File: src/verilog/exec_pkg.sv
package exec_pkg;

    localparam int word_w  = 32;
    localparam int hilo_w  = 2 * word_w;
    localparam int shamt_w = $clog2(word_w);   // low bits of operand a

    // issue to result_valid for div/divu with 32 divider steps
    localparam int div_latency = 35;

    typedef enum logic [4:0] {
        add    = 5'd0,
        addu   = 5'd1,
        sub    = 5'd2,
        subu   = 5'd3,
        slt    = 5'd4,
        sltu   = 5'd5,
        and_op = 5'd6,
        or_op  = 5'd7,
        nor_op = 5'd8,
        xor_op = 5'd9,
        lui    = 5'd10,
        sll    = 5'd11,
        srl    = 5'd12,
        sra    = 5'd13,
        mult   = 5'd14,
        multu  = 5'd15,
        div    = 5'd16,
        divu   = 5'd17,
        mthi   = 5'd18,
        mtlo   = 5'd19,
        mfhi   = 5'd20,
        mflo   = 5'd21,
        mfc0   = 5'd22     // highest legal code
    } alu_op_t;

    // which stage completes the operation
    typedef enum logic [1:0] {
        cls_int    = 2'd0,   // int_alu
        cls_muldiv = 2'd1,   // mult, multu, mthi, mtlo
        cls_move   = 2'd2,   // mfhi, mflo, mfc0
        cls_div    = 2'd3    // result comes with div_done
    } op_class_t;

endpackage

File: src/verilog/exec_decode.sv
`timescale 1ns/1ns

module exec_decode import exec_pkg::*; (
    input  logic              div_ready,
    input  logic              rst_n,
    input  logic              op_valid,
    input  alu_op_t           op,
    input  logic [word_w-1:0] a,
    input  logic [word_w-1:0] b,
    output logic              dec_valid,
    output alu_op_t           dec_op,
    output op_class_t         dec_class,
    output logic [word_w-1:0] dec_a,
    output logic [word_w-1:0] dec_b
);

    op_class_t op_class;

    always_comb begin
        case (op)
            mult, multu, mthi, mtlo: op_class = cls_muldiv;
            div, divu:               op_class = cls_div;
            mfhi, mflo, mfc0:        op_class = cls_move;
            default:                 op_class = cls_int;
        endcase
    end

    always_ff @(posedge div_ready or negedge rst_n) begin
        if (!rst_n) begin
            dec_valid <= 1'b0;
        end else begin
            dec_valid <= op_valid;
        end
    end

    // loaded on issue only, qualified by dec_valid downstream
    always_ff @(posedge div_ready) begin
        if (op_valid) begin
            dec_op    <= op;
            dec_class <= op_class;
            dec_a     <= a;
            dec_b     <= b;
        end
    end

    a_known_op: assert property (@(posedge div_ready) disable iff (!rst_n)
        op_valid |-> !$isunknown(op) && (op <= mfc0))
        else $error("exec_decode: undefined op code %0d issued", op);

endmodule

File: config.mk
export PLATFORM = sky130hd
export DESIGN_NAME = exec_decode
export DESIGN_NICKNAME = d
export VERILOG_FILES = /design/src/verilog/exec_pkg.sv /design/src/verilog/exec_decode.sv
export SDC_FILE = /design/constraint.sdc
export NUM_CORES = 1
export LEC_CHECK = 0
export CAP_MARGIN = 20
export CORE_ASPECT_RATIO = 1.4
export CORE_MARGIN = 2
export CORE_UTILIZATION = 54
export CTS_CLUSTER_SIZE = 30
export DETAILED_ROUTE_END_ITERATION = 8
export DONT_BUFFER_PORTS = 1
export PLACE_DENSITY = 0.73
export SETUP_SLACK_MARGIN = 0.5
export SYNTH_ARGS = -nofsm -noshare
export SYNTH_HDL_FRONTEND = slang
export SYNTH_SLANG_ARGS = --single-unit
File: constraint.sdc
create_clock -name div_ready -period 0.8 [get_ports div_ready]
set_clock_uncertainty 0.1 [all_clocks]
set_input_delay 0 -clock div_ready [delete_from_list [all_inputs] [get_ports div_ready]]
set_output_delay 0 -clock div_ready [all_outputs]
set_load 0.1 [all_outputs]
==> reports/qor.yml, run 1 <==
synth_top_cell_by_area: "edfxtp_1"
synthCells: 77
status: "stopped before the end"
synthTopCellsByArea: "edfxtp_1 (97%), dfrtp_1 (1.1%), nand2b_4 (0.63%), nand4b_1 (0.40%), nand2b_1 (0.28%)"
synth_seq_cells: 72
io_pins: 144
start_util: 0.5603
synth_flop_cell: "edfxtp_1"
syn_nets: 149
place_congestion: 0.6756
die_x_um: 57.90
port_buffers: 0
yosys.cell_count.top_type: "edfxtp_1"
netlist_area_sq_um: 2196
error_line: "Error: detail_place.tcl, 38 bad optional access"
syn_area_per_cell_sq_um: 28.52
synth_cell_types: 7
yosys_warnings: 0
row_count: 27
synth-edff-count: 71
failed_stage: "detailed placement (3_5_place_dp)"
async_flop_share: 0.01389
seq_area_frac_synth: 0.9823
synth_top_cell_area_share: 0.9709
die_y_um: 79.45
[metrics by stage]
| step | worst slack, ns | setup TNS (ns) | instance area, sq um | instances |
|---|---|---|---|---|
| 2_1_floorplan | -0.2040 | -14.49 | 2200 | 77 |
| 3_3_place_gp | 0.1049 | 0 | 3675 | 191 |
[kinds of logic after synthesis]
group	share of synthesized area
AO/OA/AOI/OAI	0.004554
flip-flops	0.9823
AND/OR/NAND/NOR	0.01311
==> run 2, diff against run 1 <==
- CORE_ASPECT_RATIO: 1.4 -> unset
- CORE_UTILIZATION: 54 -> 40
- CTS_CLUSTER_SIZE: 30 -> unset
- PLACE_DENSITY: 0.73 -> unset
- PLACE_DENSITY_LB_ADDON: unset -> 0.15
- SETUP_SLACK_MARGIN: 0.5 -> unset
- clock period: 0.8 -> 1.04 ns (I/O delays scaled with it)
==> reports/qor.yml, run 2 <==
worstSetupEndpoint: "dec_op[3]"
power_leakage_nw: 1.801
n_antenna_cell: 0
hp-class: "input pin to register"
layout_commonest_cell: "buf_12"
period_share: 1.067
synth_top_cell_area_share: 0.9709  # unchanged
cp_top_family: "flip-flops"
critical_path_class: "register to output port"
drv_slew: 0
crit_path_max_fanout: 1
die_x_um: 78.09  # +35%
violations: "negative hold slack, negative setup slack"
wire_per_inst_um: 22.07
cts_tree: "yes"
grt_pass1_vias: 1620
place_ws_ns: 0.3289
first_iter_violations: 127
max_freq_mhz: 901.6
viasPerCell: 4.673
netlist_area_sq_um: 2196  # unchanged
seq_area_frac_synth: 0.9823  # unchanged
clk_path_buf_depth: 2
synth_cell_types: 7  # unchanged
die_y_um: 78.09  # -1.7%
cts_root_buf: "clkbuf_8"
top_regs: "dec_a (32), dec_b (32), dec_op (5)"
yosys_warnings: 0  # unchanged
start_kind: "register"
worstPathCellList: "buf_12"
drive_gt1_frac: 0.3729
cts_buffers: 9
io_pins: 144  # unchanged
max_stage_delay_ns: 0.46
place_congestion: 0.6297  # -6.8%
worst-path-stages: 1
synth-edff-count: 71  # unchanged
drt-total-wl_um: 6754
area_delta_synth_final_pct: 111.6
post_dp_cell_area_sq_um: 3725
critPathLaunch: "dec_op[3]$_DFFE_PP_"
use_met1: 0.2540
final_cell_mix: "buf_12 (72), edfxtp_1 (71), dlygate4sd3_1 (71)"
hold_violations: 72
syn_nets: 149  # unchanged
fin_hold_ws_ns: -0.3818
row_count: 26  # -3.7%
port_buffers: 0  # unchanged
synth_seq_cells: 72  # unchanged
async_flop_share: 0.01389  # unchanged
met2_usage: 0.4155
nets: 303
worstPathRequired_ns: 0.94
fillCellCount: 194
worstMarginPinSlew_ns: 0.1925
worst_slack_ns: -0.06919
synth_top_cell_by_area: "edfxtp_1"
rsz0062_at_grt: "yes"
worstPathArrival_ns: 1.01
cp_num_buf_inv: 1
maxCapViolations: 0
worst_setup_path_end_kind: "output port"
cp_slowest_cell: "edfxtp_1"
antenna_found_initial: 0
hold_buffers: 71
h-tree-depth: 3
stdcell_area_sq_um: 4646
dieArea_sq_um: 6098
core_area_sq_um: 5205
powerDensity_nw_per_um2: 1899
grt_usage: 0.2370
status: "complete, but fails checks"
synthCells: 77  # unchanged
start_util: 0.4219  # -0.1385
drc: 0
dr.pass1.iters: 4
cts.clk_slew.worst_paths_ns: 0.07
met3_usage: 0.1115
grt_pass1_wl_um: 9977
ant_nets: 0
synth_flop_cell: "edfxtp_1"
grt_max_degree: 73
grt_busiest_layer: "met2"
syn_area_per_cell_sq_um: 28.52  # unchanged
ir_worst_vdd_mv: 1.476
grt-ovfl-total: 0
vias: 1430
synthTopCellsByArea: "edfxtp_1 (97%), dfrtp_1 (1.1%), nand2b_4 (0.63%), nand4b_1 (0.40%), nand2b_1 (0.28%)"
fin_crit_ns: 1.109
yosys.cell_count.top_type: "edfxtp_1"
finalPower_mw: 8.821
cts_num_sinks: 72
finalSetupViolCount: 67
timing.slew.headroom: 0.8712
-- run 2: cell families after synthesis --
kind of cell     Yosys count  share of synthesized area
AO/OA/AOI/OAI              2                   0.004554
AND/OR/NAND/NOR            3                    0.01311
flip-flops                72                     0.9823
-- run 2: per-layer routing --
layer,share of wire,up-vias
met5,0,-
met4,0.016,0
met3,0.090,10
met2,0.54,101
met1,0.35,700
li1,-,619
-- run 2: final cells by class --
cell class              count  area (sq um)  share of cell area
flip-flops and latches     72          2157              0.4643
repair buffers            143          2152              0.4632
clock inverters             7         86.33             0.01858
multi-input cells           5         38.79            0.008349
well taps                  70         87.58             0.01885
clock buffers               9         123.9             0.02666
-- run 2: timing repair --
item | CTS | global route
pin swaps | 0 | 0
endpoints found under the hold margin | 144 | 72
buffers inserted | 0 | 0
endpoints found under the setup margin | 72 | 72
gates resized for setup | 0 | 0
-- run 2: how the worst min path moves through the flow --
stage                     slack (ns)  cells past startpoint      from                  end
final                          -0.38                      0  op_valid  dec_valid$_DFF_PN0_
after global routing           -0.42                      0  op_valid  dec_valid$_DFF_PN0_
after detailed placement       -0.40                      0     rst_n  dec_valid$_DFF_PN0_
after CTS                      -0.42                      0  op_valid  dec_valid$_DFF_PN0_
after global placement         -0.40                      0     rst_n  dec_valid$_DFF_PN0_
after floorplan                -0.40                      0     rst_n  dec_valid$_DFF_PN0_
-- run 2: power by group --
part	leakage, nW	switching [mW]	total, mW	internal, mW
registers	0.706	0.198	3.65	3.45
clock network	0.106	1.05	2.38	1.33
logic	0.988	1.79	2.79	0.999
-- run 2: metrics by stage --
step	setup TNS [ns]	hold WS, ns	util	cells
after floorplan	0	-0.3956	-	77
after global placement	0	-0.3956	0.7156	219
after detailed placement	0	-0.3955	0.7156	219
after CTS	-1.967	-0.4212	0.8925	306
after global routing	-4.422	-0.4241	0.8925	306
final	-1.391	-0.3818	0.8925	306
Power figures use the tool's default switching activity.
