## src/verilog/exec_pkg.sv

```systemverilog
package exec_pkg;

    localparam int word_w  = 32;
    localparam int hilo_w  = 2 * word_w;
    localparam int shamt_w = $clog2(word_w);   // low bits of operand a

    // issue to result_valid for div/divu with 32 divider steps
    localparam int div_latency = 35;

    typedef enum logic [4:0] {
        add    = 5'd0,
        addu   = 5'd1,
        sub    = 5'd2,
        subu   = 5'd3,
        slt    = 5'd4,
        sltu   = 5'd5,
        and_op = 5'd6,
        or_op  = 5'd7,
        nor_op = 5'd8,
        xor_op = 5'd9,
        lui    = 5'd10,
        sll    = 5'd11,
        srl    = 5'd12,
        sra    = 5'd13,
        mult   = 5'd14,
        multu  = 5'd15,
        div    = 5'd16,
        divu   = 5'd17,
        mthi   = 5'd18,
        mtlo   = 5'd19,
        mfhi   = 5'd20,
        mflo   = 5'd21,
        mfc0   = 5'd22     // highest legal code
    } alu_op_t;

    // which stage completes the operation
    typedef enum logic [1:0] {
        cls_int    = 2'd0,   // int_alu
        cls_muldiv = 2'd1,   // mult, multu, mthi, mtlo
        cls_move   = 2'd2,   // mfhi, mflo, mfc0
        cls_div    = 2'd3    // result comes with div_done
    } op_class_t;

endpackage

```

## src/verilog/exec_writeback.sv

```systemverilog
`timescale 1ns/1ns

module exec_writeback import exec_pkg::*; (
    input  logic              div_ready,
    input  logic              rst_n,
    input  logic              dec_valid,
    input  op_class_t         dec_class,
    input  logic [word_w-1:0] alu_result,
    input  logic              alu_overflow,
    input  logic [word_w-1:0] move_result,
    input  logic              div_done,
    output logic              result_valid,
    output logic [word_w-1:0] result,
    output logic              overflow
);

    logic              wb_valid;
    logic [word_w-1:0] wb_result;
    logic              wb_overflow;

    // a division reports later, on div_done
    assign wb_valid = div_done || (dec_valid && (dec_class != cls_div));

    always_comb begin
        wb_result   = '0;
        wb_overflow = 1'b0;
        if (!div_done) begin
            case (dec_class)
                cls_int: begin
                    wb_result   = alu_result;
                    wb_overflow = alu_overflow;
                end
                cls_move: wb_result = move_result;
                default:  wb_result = '0;   // value goes to hilo
            endcase
        end
    end

    always_ff @(posedge div_ready or negedge rst_n) begin
        if (!rst_n) begin
            result_valid <= 1'b0;
        end else begin
            result_valid <= wb_valid;
        end
    end

    always_ff @(posedge div_ready) begin
        if (wb_valid) begin
            result   <= wb_result;
            overflow <= wb_overflow;
        end
    end

    a_one_source: assert property (@(posedge div_ready) disable iff (!rst_n)
        dec_valid |-> !div_done)
        else $error("exec_writeback: new operation collides with divider result");

endmodule

```

## config.mk

```make
export PLATFORM = sky130hd
export DESIGN_NAME = exec_writeback
export DESIGN_NICKNAME = d
export VERILOG_FILES = /design/src/verilog/exec_pkg.sv /design/src/verilog/exec_writeback.sv
export SDC_FILE = /design/constraint.sdc
export NUM_CORES = 1
export LEC_CHECK = 0
export ABC_AREA = 1
export BUFFER_PORTS_ARGS = -buffer_cell sky130_fd_sc_hd__buf_4
export CORE_MARGIN = 4
export CORE_UTILIZATION = 43
export DETAILED_ROUTE_END_ITERATION = 10
export PLACE_DENSITY = 0.79
export SLEW_MARGIN = 20
export SYNTH_ARGS = -nofsm -noshare
export SYNTH_HDL_FRONTEND = slang
export SYNTH_SLANG_ARGS = --single-unit
```

## constraint.sdc

```tcl
create_clock -name div_ready -period 0.8 [get_ports div_ready]
set_clock_uncertainty 0.05 [all_clocks]
set_input_delay 0.16 -clock div_ready [delete_from_list [all_inputs] [get_ports div_ready]]
set_output_delay 0.16 -clock div_ready [all_outputs]
set_load 0.05 [all_outputs]
```

### Word-level counts from Yosys, hierarchy flattened

Index checks and enable logic that the tools add are counted.

* eq/ne operators: 2
* multiplexer cells: 1
* bitwise gates (word level): 1
* reductions and logical operators: 4

Operators by type and width (count)
* $pmux W32 S2: 1
* $eq A2 B2 Y1 const B: 1
* $logic_not A2 Y1: 1
* $ne A2 B2 Y1 const B: 1
* $reduce_or A2 Y1: 1
* $logic_and A1 B1 Y1: 1
* $logic_or A1 B1 Y1: 1
* $not A1 Y1: 1

* register bits: 34
* bits of input ports: 71
* output and inout port bits: 34
* logic and storage cells: 11

### Longest topological paths before layout

Gate-level depths: netlist of run 1.

* depth in word-level cells: 3
* depth in mapped cells: 5
* mapped depth without buffers: 4

### Worst setup path after synthesis of run 1

Ideal clock, no wire load.

* path kind: input port to flip-flop
* start: input div_done
* end: register overflow, enable pin
* setup time: 391 ps
* arrival: 1254 ps
* required time: 359 ps
* path slack: -895 ps
* stages on the path: 4
* buffers on the path: 2
* cell sequence: buf_2 > inv_2 > buf_2 > nand2_1

* cells in the longest elaborated chain, start to end: 1

RTL lines
* start: declaration: RTL line exec_writeback.sv:11 `input logic div_done,`
* $logic_or A1 B1 Y1: RTL line exec_writeback.sv:22 `assign wb_valid = div_done || (dec_valid && (dec_class != cls_div));`
* named net wb_valid: RTL line exec_writeback.sv:17 `logic wb_valid;`
* end signal: assignment: RTL line exec_writeback.sv:50 `overflow <= wb_overflow;`
* end: declaration: RTL line exec_writeback.sv:14 `output logic overflow`

The timed path passes the listed nets, and every way through them passes these cells.
A chain may end at the register's enable or synchronous reset.

### Worst setup path in the final report of run 1

* start: register result[23]
* end: output result[23]

RTL lines
* start: declaration: RTL line exec_writeback.sv:13 `output logic [word_w-1:0] result,`
* start signal: assignment: RTL line exec_writeback.sv:49 `result <= wb_result;`

No word-level cell between the ends.

==> flow_metrics.py, run 1 <==
metrics = {
    "synth": {
        "syn-num-nets": 287,
        "ys_ff_latch": 34,
        "synth.avg_cell_area_um2": 8.32,
        "synth.top_cell.area_share_pct": 55.2,
        "ys_warn_count": 0,
        "ys_seq_area_share_pct": 56.5,
        "synth_cell_types": 11,
        "synthesis.instances": 216,
        "syn-cell-area_um2": 1800,
        "synth_top_cell_by_area": "edfxtp_1",
        "synthTopCellsByArea": "edfxtp_1 55%, nand2_1 14%, nand3_1 8.9%, nor2_1 6.9%, inv_1 6.7%",
    },
    "clocking": {
        "h-tree-depth": 2,
        "cts_root_buffer": "clkbuf_8",
        "cts_buffers": 5,
        "cts_buffer_depth": 2,
        "clock_sinks": 34,
        "clk_pin_slew_worst_paths_ns": 0.07,
        "cts_tree": "built",
    },
    "grt": {
        "antenna_found_initial": 0,
        "grt.overflow.total": 0,
        "grt_pass1_vias": 1765,
        "track_usage_pct": 22.1,
        "grt_max_degree": 23,
        "grt_pass1_wl_mm": 8.76,
    },
    "cells_and_area": {
        "drive_gt1_share_pct": 47.2,
        "num_antenna_cells": 0,
        "postLayoutCoreUtil_pct": 81.6,
        "seqCellArea_um2": 1020,
        "synthToLayoutAreaGrowth_pct": 82.9,
        "fill_cells": 241,
        "fin_nets": 405,
        "multiInputGateArea_um2": 757,
    },
    "setup_path": {
        "required_ns": 0.59,
        "start_kind": "flop",
        "cpMaxStageDelayCell": "edfxtp_1",
        "crit_buf_inv": 1,
        "end_kind": "primary output",
        "crit_family": "flip-flops",
        "arrival_ns": 0.87,
        "path_max_fanout": 1,
        "path_class": "flop to primary output",
        "slowest_delay_ns": 0.41,
        "path_cells": "buf_6",
    },
    "drt": {
        "totalWireLength_mm": 5.87,
        "drtAntennaViolNets": 0,
        "wl_per_cell_um": 15.2,
        "drcViolationCount": 0,
        "vias": 1869,
        "dr.pass1.iters": 6,
        "drt_iter0_drc": 150,
        "via_per_inst": 4.85,
    },
    "floorplan": {
        "start_util_pct": 44.6,
        "core_um2": 4030,
        "fp.dieH_um": 72.6,
        "row_count": 23,
        "io-pin-count": 105,
        "die-area_um2": 5280,
        "die_w_um": 72.6,
    },
    "min_path": {
        "worst_hold_path_type": "primary input to flop",
    },
    "timing": {
        "setup_viol_count_final": 34,
        "period_minus_slack_ns": 1.08,
        "hold_ws_ns": 0.114,
        "fin_tns_setup_ns": -8.30,
        "max_freq_mhz": 926,
        "slew_violations": 0,
        "worst_pin_slew_ns": 0.149,
        "slew_headroom_pct": 90.0,
        "timing.final.ws_setup_ns": -0.280,
        "hold_viol": 0,
        "fin_crit_sh_pct": 135,
        "rsz0062_at_grt": "true",
    },
    "status": {
        "status": "finished with violations",
        "violations": "negative setup slack",
    },
    "power_and_ir_drop": {
        "finalPower_mw": 5.63,
        "powerDensity_nw_per_um2": 1710,
        "max-vdd-ir-drop_mv": 1.18,
        "power_leakage_nw": 1.65,
    },
    "place": {
        "dp_hpwl_mm": 3.35,
        "port_buffers": 104,
        "dpl_worst_slack_ns": -0.485,
        "place.gp.congestion": 0.768,
    },
    "job": {
        "max-cap-violations": 0,
    },
}
[cell families (layout without fill, tap and decap cells)]
| logic type | Yosys count | in the layout | share of synthesized area, % |
|---|---|---|---|
| and+or+nand+nor | 135 | 138 | 31.3 |
| buffers and inverters | 47 | 163 | 12.2 |
| DFF | 34 | 34 | 56.5 |
[report_power, final]
| group | internal, mW | switching (mW) | total (mW) |
|---|---|---|---|
| Combinational | 0.778 | 1.08 | 1.86 |
| Clock | 0.932 | 0.611 | 1.54 |
| Sequential | 2.15 | 0.0803 | 2.23 |
[registers in the layout, indices dropped and copies added, names as in the netlist]
signal,cells
result_valid,1
result,32
overflow,1
[path summary, 6_finish.rpt]
path	depth (start not counted)	start	slack [ns]	to
max in group asynchronous	2	rst_n	0.49	result_valid
min in group asynchronous	2	rst_n	0.13	result_valid
min	3	alu_result[18]	0.11	result[18]
max	1	result[23]	-0.28	result[23]
[cells in the final DEF (no fill, tap or decap), types with 2 or more instances in the layout]
cell	n
buf_12	7
buf_16	3
buf_4	71
buf_6	38
clkbuf_1	2
clkbuf_8	5
edfxtp_1	33
inv_1	32
nand2_1	63
nand2_2	2
nand2_4	2
nand2_8	3
nand3_1	12
nand3_2	19
nor2_1	33
nor2_4	3
[per-layer routing]
metal,part of all wire (%),wire (um),global-route usage (%),vias to the layer above
li1,-,-,-,911
met1,34,1970,24.9,834
met2,55,3230,41.0,106
met3,8.2,482,4.27,18
met4,3.1,184,7.79,0
met5,0,0,0,-
[final cells by class]
type	instances	area share, %
Clock buffer	7	2.32
Sequential cell	34	30.9
Inverter	34	4.11
Multi-Input combinational cell	138	23.0
Clock inverter	1	0.914
Tap cell	50	1.90
Timing Repair Buffer	121	36.8
[synthesized netlist by cell type]
library cell	number
inv_2	2
buf_4	3
buf_2	7
buf_6	3
dfrtp_1	1
nand3_1	32
inv_1	32
edfxtp_1	33
nor2_1	33
nand2_1	68
nor2_4	2
[timing repair]
| item | in CTS | in global routing |
|---|---|---|
| cloned | 6 | 0 |
| pin swaps | 6 | 20 |
| resized for setup | 48 | 30 |
| hold buffers | 1 | 0 |
| endpoints found under the hold margin | 1 | 0 |
| setup buffers | 5 | 4 |
| endpoints found under the setup margin | 100 | 83 |
[through the flow]
step	instances	cell area, um^2
after floorplan	216	1840
after global placement	363	2670
after detailed placement	363	2670
after CTS	383	3130
after global routing	385	3290
final	385	3290
Note: power is estimated with default switching activity, not from simulation.
==> run 2: changes to the inputs <==
Settings changed: HOLD_SLACK_MARGIN set to 0.06, SETUP_SLACK_MARGIN set to 0.05, TNS_END_PERCENT set to 1.
==> run 2 against run 1 <==
Against the previous run:
- the run still ends with negative setup slack left
- critical path depth unchanged
- final area decreased by 9.8%
- critical path type unchanged
- sequential power about the same
- sequential share of layout area increased by 3.4 points
- sequential cell count is the same
- first-iteration DRC count shrank 21%
- total power down 9.8%
- combinational power is 10% lower
- via count down 7.8%
- global-route usage shrank 3.4 points
- setup slack improved by 0.015 ns
- fmax is 1.4% higher
==> flow_metrics.py, run 2 (synthesized netlist as in run 1, its figures left out) <==
metrics = {
    "cells_and_area": {
        "largest-register": "result",
        "fin_nets": 396,
        "synthToLayoutAreaGrowth_pct": 65.0,
        "largest_register_ffs": 32,
        "num_antenna_cells": 0,
        "top_regs": "result x32, overflow x1, result_valid x1",
        "final_cell_mix": "72 x buf_4, 65 x nand2_1, 35 x buf_6, 33 x edfxtp_1",
        "instances_no_fill": 376,
        "drive_gt1_share_pct": 39.0,
        "fin_area_um2": 2960,
        "final_common_cell": "buf_4",
    },
    "grt": {
        "grt_pass1_vias": 1706,
        "track_usage_pct": 18.7,
        "grt_pass1_wl_mm": 7.42,
        "grt_max_degree": 35,
        "grt.overflow.total": 0,
        "antenna_found_initial": 0,
    },
    "floorplan": {
        "die_w_um": 72.6,
        "start_util_pct": 44.6,
        "core_um2": 4030,
        "io-pin-count": 105,
        "fp.dieH_um": 72.6,
        "row_count": 23,
        "die-area_um2": 5280,
    },
    "drt": {
        "via_per_inst": 4.58,
        "wl_per_cell_um": 12.6,
        "drt_iter0_drc": 118,
        "drtAntennaViolNets": 0,
        "vias": 1723,
        "drcViolationCount": 0,
        "totalWireLength_mm": 4.75,
        "dr.pass1.iters": 4,
    },
    "place": {
        "place_area_um2": 2720,
        "place.gp.congestion": 0.777,
        "dp.cells": 367,
        "dp_hpwl_mm": 3.62,
        "port_buffers": 104,
    },
    "timing": {
        "worst_pin_slew_ns": 0.672,
        "period_minus_slack_ns": 1.07,
        "timing.final.ws_setup_ns": -0.266,
        "rsz0062_at_grt": "true",
        "max_freq_mhz": 938,
        "slew_headroom_pct": 55.1,
        "fin_crit_sh_pct": 133,
        "hold_viol": 0,
        "hold_ws_ns": 0.119,
        "setup_viol_count_final": 66,
        "slew_violations": 0,
        "fin_tns_setup_ns": -11.26,
    },
    "setup_path": {
        "crit_buf_inv": 1,
        "cpMaxStageDelayCell": "edfxtp_1",
        "arrival_ns": 0.86,
        "path_cells": "buf_6",
        "end_kind": "primary output",
        "path_max_fanout": 1,
        "start_kind": "flop",
        "slowest_delay_ns": 0.40,
        "required_ns": 0.59,
        "path_class": "flop to primary output",
        "startpoint": "result[6]",
        "crit_family": "flip-flops",
    },
    "clocking": {
        "cts_root_buffer": "clkbuf_8",
        "clock_sinks": 34,
        "clk_pin_slew_worst_paths_ns": 0.07,
        "cts_setup_buffers": 0,
        "cts_buffer_depth": 2,
        "h-tree-depth": 2,
        "cts_tree": "built",
        "cts_buffers": 5,
    },
    "power_and_ir_drop": {
        "finalPower_mw": 5.08,
        "max-vdd-ir-drop_mv": 0.896,
        "powerDensity_nw_per_um2": 1710,
        "power_leakage_nw": 1.55,
    },
    "status": {
        "status": "finished with violations",
        "violations": "negative setup slack",
    },
    "min_path": {
        "worst_hold_path_type": "primary input to flop",
        "holdCritStartpoint": "alu_result[12]",
    },
    "job": {
        "max-cap-violations": 0,
    },
}
## run 2: cell types whose count changed in the layout (fill, tap and decap cells not counted), moves of 2 or more
cell	previous run	this run
buf_16	3	0
buf_6	38	35
nand2_1	63	65
nand2_8	3	1
nand3_1	12	32
nand3_2	19	0
## run 2: layout make-up
class | instances | area (um^2)
clock buffers | 8 | 80.1
fillers | 331 | 1060
multi-input cells | 135 | 591
repair buffers | 115 | 1080
inverters | 34 | 135
flip-flops and latches | 34 | 1020
well taps | 50 | 62.6
## run 2: metrics by stage
| step | setup slack [ns] | util [%] |
|---|---|---|
| floorplan | -0.154 | - |
| global placement | -0.425 | 67.5 |
| detailed placement | -0.463 | 67.5 |
| CTS | -0.278 | 73.3 |
| global route | -0.290 | 73.6 |
| finish | -0.266 | 73.6 |
## run 2: power breakdown
group / switching, mW / leakage (nW) / internal [mW] / total (mW)
sequential: 0.0760 / 0.356 / 2.15 / 2.23
clock: 0.568 / 0.0395 / 0.618 / 1.19
combinational: 0.979 / 1.16 / 0.687 / 1.67
## run 2: per-layer routing
metal / wire length [um] / track usage, % / share of wire (%)
met1: 1620 / 19.6 / 34
met2: 2620 / 33.8 / 55
met3: 342 / 4.68 / 7.2
met4: 166 / 10.2 / 3.5
met5: 0 / 0 / 0
## run 2: repair_timing
item,4_1_cts,5_1_grt
resized for setup,39,3
hold endpoints to repair,1,0
pin swaps,16,24
hold buffers,1,0
endpoints found under the setup margin,100,100
## run 2: worst paths after layout
| kind | end | slack (ns) | cells past startpoint |
|---|---|---|---|
| max in group asynchronous | result_valid | 0.47 | 2 |
| worst min-delay path | result[12] | 0.12 | 3 |
| min in group asynchronous | result_valid | 0.15 | 2 |
| worst max-delay path | result[6] | -0.27 | 1 |
==> run 3: changes to the inputs <==
Settings changed: CORE_ASPECT_RATIO set to 1.1, SLEW_MARGIN 20 to 0.
==> run 3 against run 2 <==
Against the previous run:
- the flow still finishes with violations (negative setup slack)
- clock power about the same
- sequential cell count unchanged
- cell count increased by 0.27%
- sequential share of layout area grew 0.32 points
- final area fell by 0.93%
- global-route usage shrank 0.62 points
- via count up 0.52%
- die area is essentially flat
- non-clock buffer count shrank 1
- sequential power about the same
- count of clock-buffer cells in the layout is the same
- first-iteration DRC count is 34% lower
- critical path type unchanged
- largest cell class unchanged
- highest routed layer unchanged
==> flow_metrics.py, run 3 (synthesized netlist as in run 1, its figures left out) <==
metrics = {
    "cells_and_area": {
        "num_antenna_cells": 0,
        "largest_register_ffs": 32,
        "final_cell_mix": "72 x buf_4, 66 x nand2_1, 35 x buf_6, 33 x nor2_1, 33 x edfxtp_1",
        "drive_gt1_share_pct": 38.2,
        "final_common_cell": "buf_4",
        "largest-register": "result",
        "fill_cells": 310,
        "top_regs": "result x32, overflow x1, result_valid x1",
        "synthToLayoutAreaGrowth_pct": 63.4,
        "instances_no_fill": 377,
        "fin_nets": 395,
    },
    "min_path": {
        "holdCritStartpoint": "alu_result[12]",
        "worst_hold_path_type": "primary input to flop",
    },
    "setup_path": {
        "path_max_fanout": 1,
        "crit_end": "result[30]",
        "slowest_delay_ns": 0.40,
        "worst-path-stages": 1,
        "arrival_ns": 0.85,
        "path_class": "flop to primary output",
        "startpoint": "result[30]",
        "path_cells": "buf_6",
        "crit_family": "flip-flops",
        "end_kind": "primary output",
        "start_kind": "flop",
        "crit_buf_inv": 1,
        "required_ns": 0.59,
        "cpMaxStageDelayCell": "edfxtp_1",
    },
    "place": {
        "dp.cells": 368,
        "port_buffers": 104,
        "place.gp.congestion": 0.761,
        "dpl_worst_slack_ns": -0.472,
        "dp_hpwl_mm": 3.50,
    },
    "status": {
        "status": "finished with violations",
        "violations": "negative setup slack",
    },
    "floorplan": {
        "row_count": 24,
        "die_w_um": 69.6,
        "die-area_um2": 5280,
        "io-pin-count": 105,
        "fp.dieH_um": 75.8,
        "start_util_pct": 45.0,
        "core_um2": 3990,
    },
    "clocking": {
        "cts_root_buffer": "clkbuf_8",
        "clock_sinks": 34,
        "h-tree-depth": 2,
        "cts_tree": "built",
        "cts_buffers": 5,
        "cts_buffer_depth": 2,
        "clk_pin_slew_worst_paths_ns": 0.07,
    },
    "timing": {
        "max_freq_mhz": 942,
        "timing.final.ws_setup_ns": -0.261,
        "period_minus_slack_ns": 1.06,
        "fin_crit_sh_pct": 133,
        "slew_headroom_pct": 54.2,
        "slew_violations": 0,
        "setup_viol_count_final": 66,
        "rsz0062_at_grt": "true",
        "worst_pin_slew_ns": 0.685,
        "hold_viol": 0,
    },
    "drt": {
        "wl_per_cell_um": 12.5,
        "totalWireLength_mm": 4.73,
        "drcViolationCount": 0,
        "vias": 1732,
        "via_per_inst": 4.59,
        "dr.pass1.iters": 4,
        "drtAntennaViolNets": 0,
        "drt_iter0_drc": 78,
    },
    "grt": {
        "track_usage_pct": 18.0,
        "grt_max_degree": 35,
        "antenna_found_initial": 0,
        "grt.overflow.total": 0,
        "grt_pass1_vias": 1687,
        "grt_pass1_wl_mm": 7.38,
    },
    "power_and_ir_drop": {
        "power_leakage_nw": 1.54,
        "max-vdd-ir-drop_mv": 0.842,
        "finalPower_mw": 5.05,
        "powerDensity_nw_per_um2": 1720,
    },
    "job": {
        "max-cap-violations": 0,
    },
}
[run 3: worst min-delay path by stage]
stage / endpoint / slack [ns] / cells after the start
after global routing: result[3] / 0.12 / 3
after CTS: result[12] / 0.11 / 3
after global placement: result_valid / -0.11 / 1
after floorplan: result_valid / -0.19 / 0
final: result[12] / 0.12 / 3
after detailed placement: result_valid / -0.11 / 1
[run 3: layout make-up]
class                      count  area (um^2)  share of cell area [%]
sequential                    34         1020                    34.6
inverter                      34          135                    4.60
tap                           52         65.1                    2.22
multi-input combinational    135          581                    19.8
clock buffer                   8         80.1                    2.73
timing repair buffer         114         1060                    36.1
[run 3: metrics by stage]
stage | cell area [um^2] | utilization [%] | hold slack (ns) | TNS [ns]
finish | 2940 | 73.5 | 0.116 | -11.43
CTS | 2940 | 73.5 | 0.114 | -11.26
floorplan | 1840 | - | -0.186 | -7.81
global route | 2940 | 73.5 | 0.118 | -14.85
global placement | 2700 | 67.7 | -0.115 | -24.01
detailed placement | 2700 | 67.7 | -0.114 | -25.31
[run 3: report_power, final]
part	switching [mW]	internal (mW)	leakage [nW]	total (mW)
combinational	0.972	0.676	1.14	1.65
clock	0.562	0.617	0.0395	1.18
sequential	0.0746	2.15	0.356	2.23
total	1.61	3.44	1.54	5.05
[run 3: timing repair]
| item | 4_1_cts | 5_1_grt |
|---|---|---|
| setup endpoints to repair | 100 | 100 |
| endpoints found under the hold margin | 1 | 0 |
| hold buffers | 1 | 0 |
| buffers inserted | 0 | 0 |
| gates cloned | 0 | 0 |
| pin swaps | 27 | 29 |
| gates resized for setup | 39 | 0 |
[run 3: per-layer routing]
layer | vias to the layer above | track usage, % | wire [um]
met1 | 767 | 17.3 | 1660
met5 | - | 0 | 0
met2 | 70 | 35.2 | 2590
li1 | 885 | - | -
met4 | 0 | 8.94 | 121
met3 | 10 | 6.07 | 358
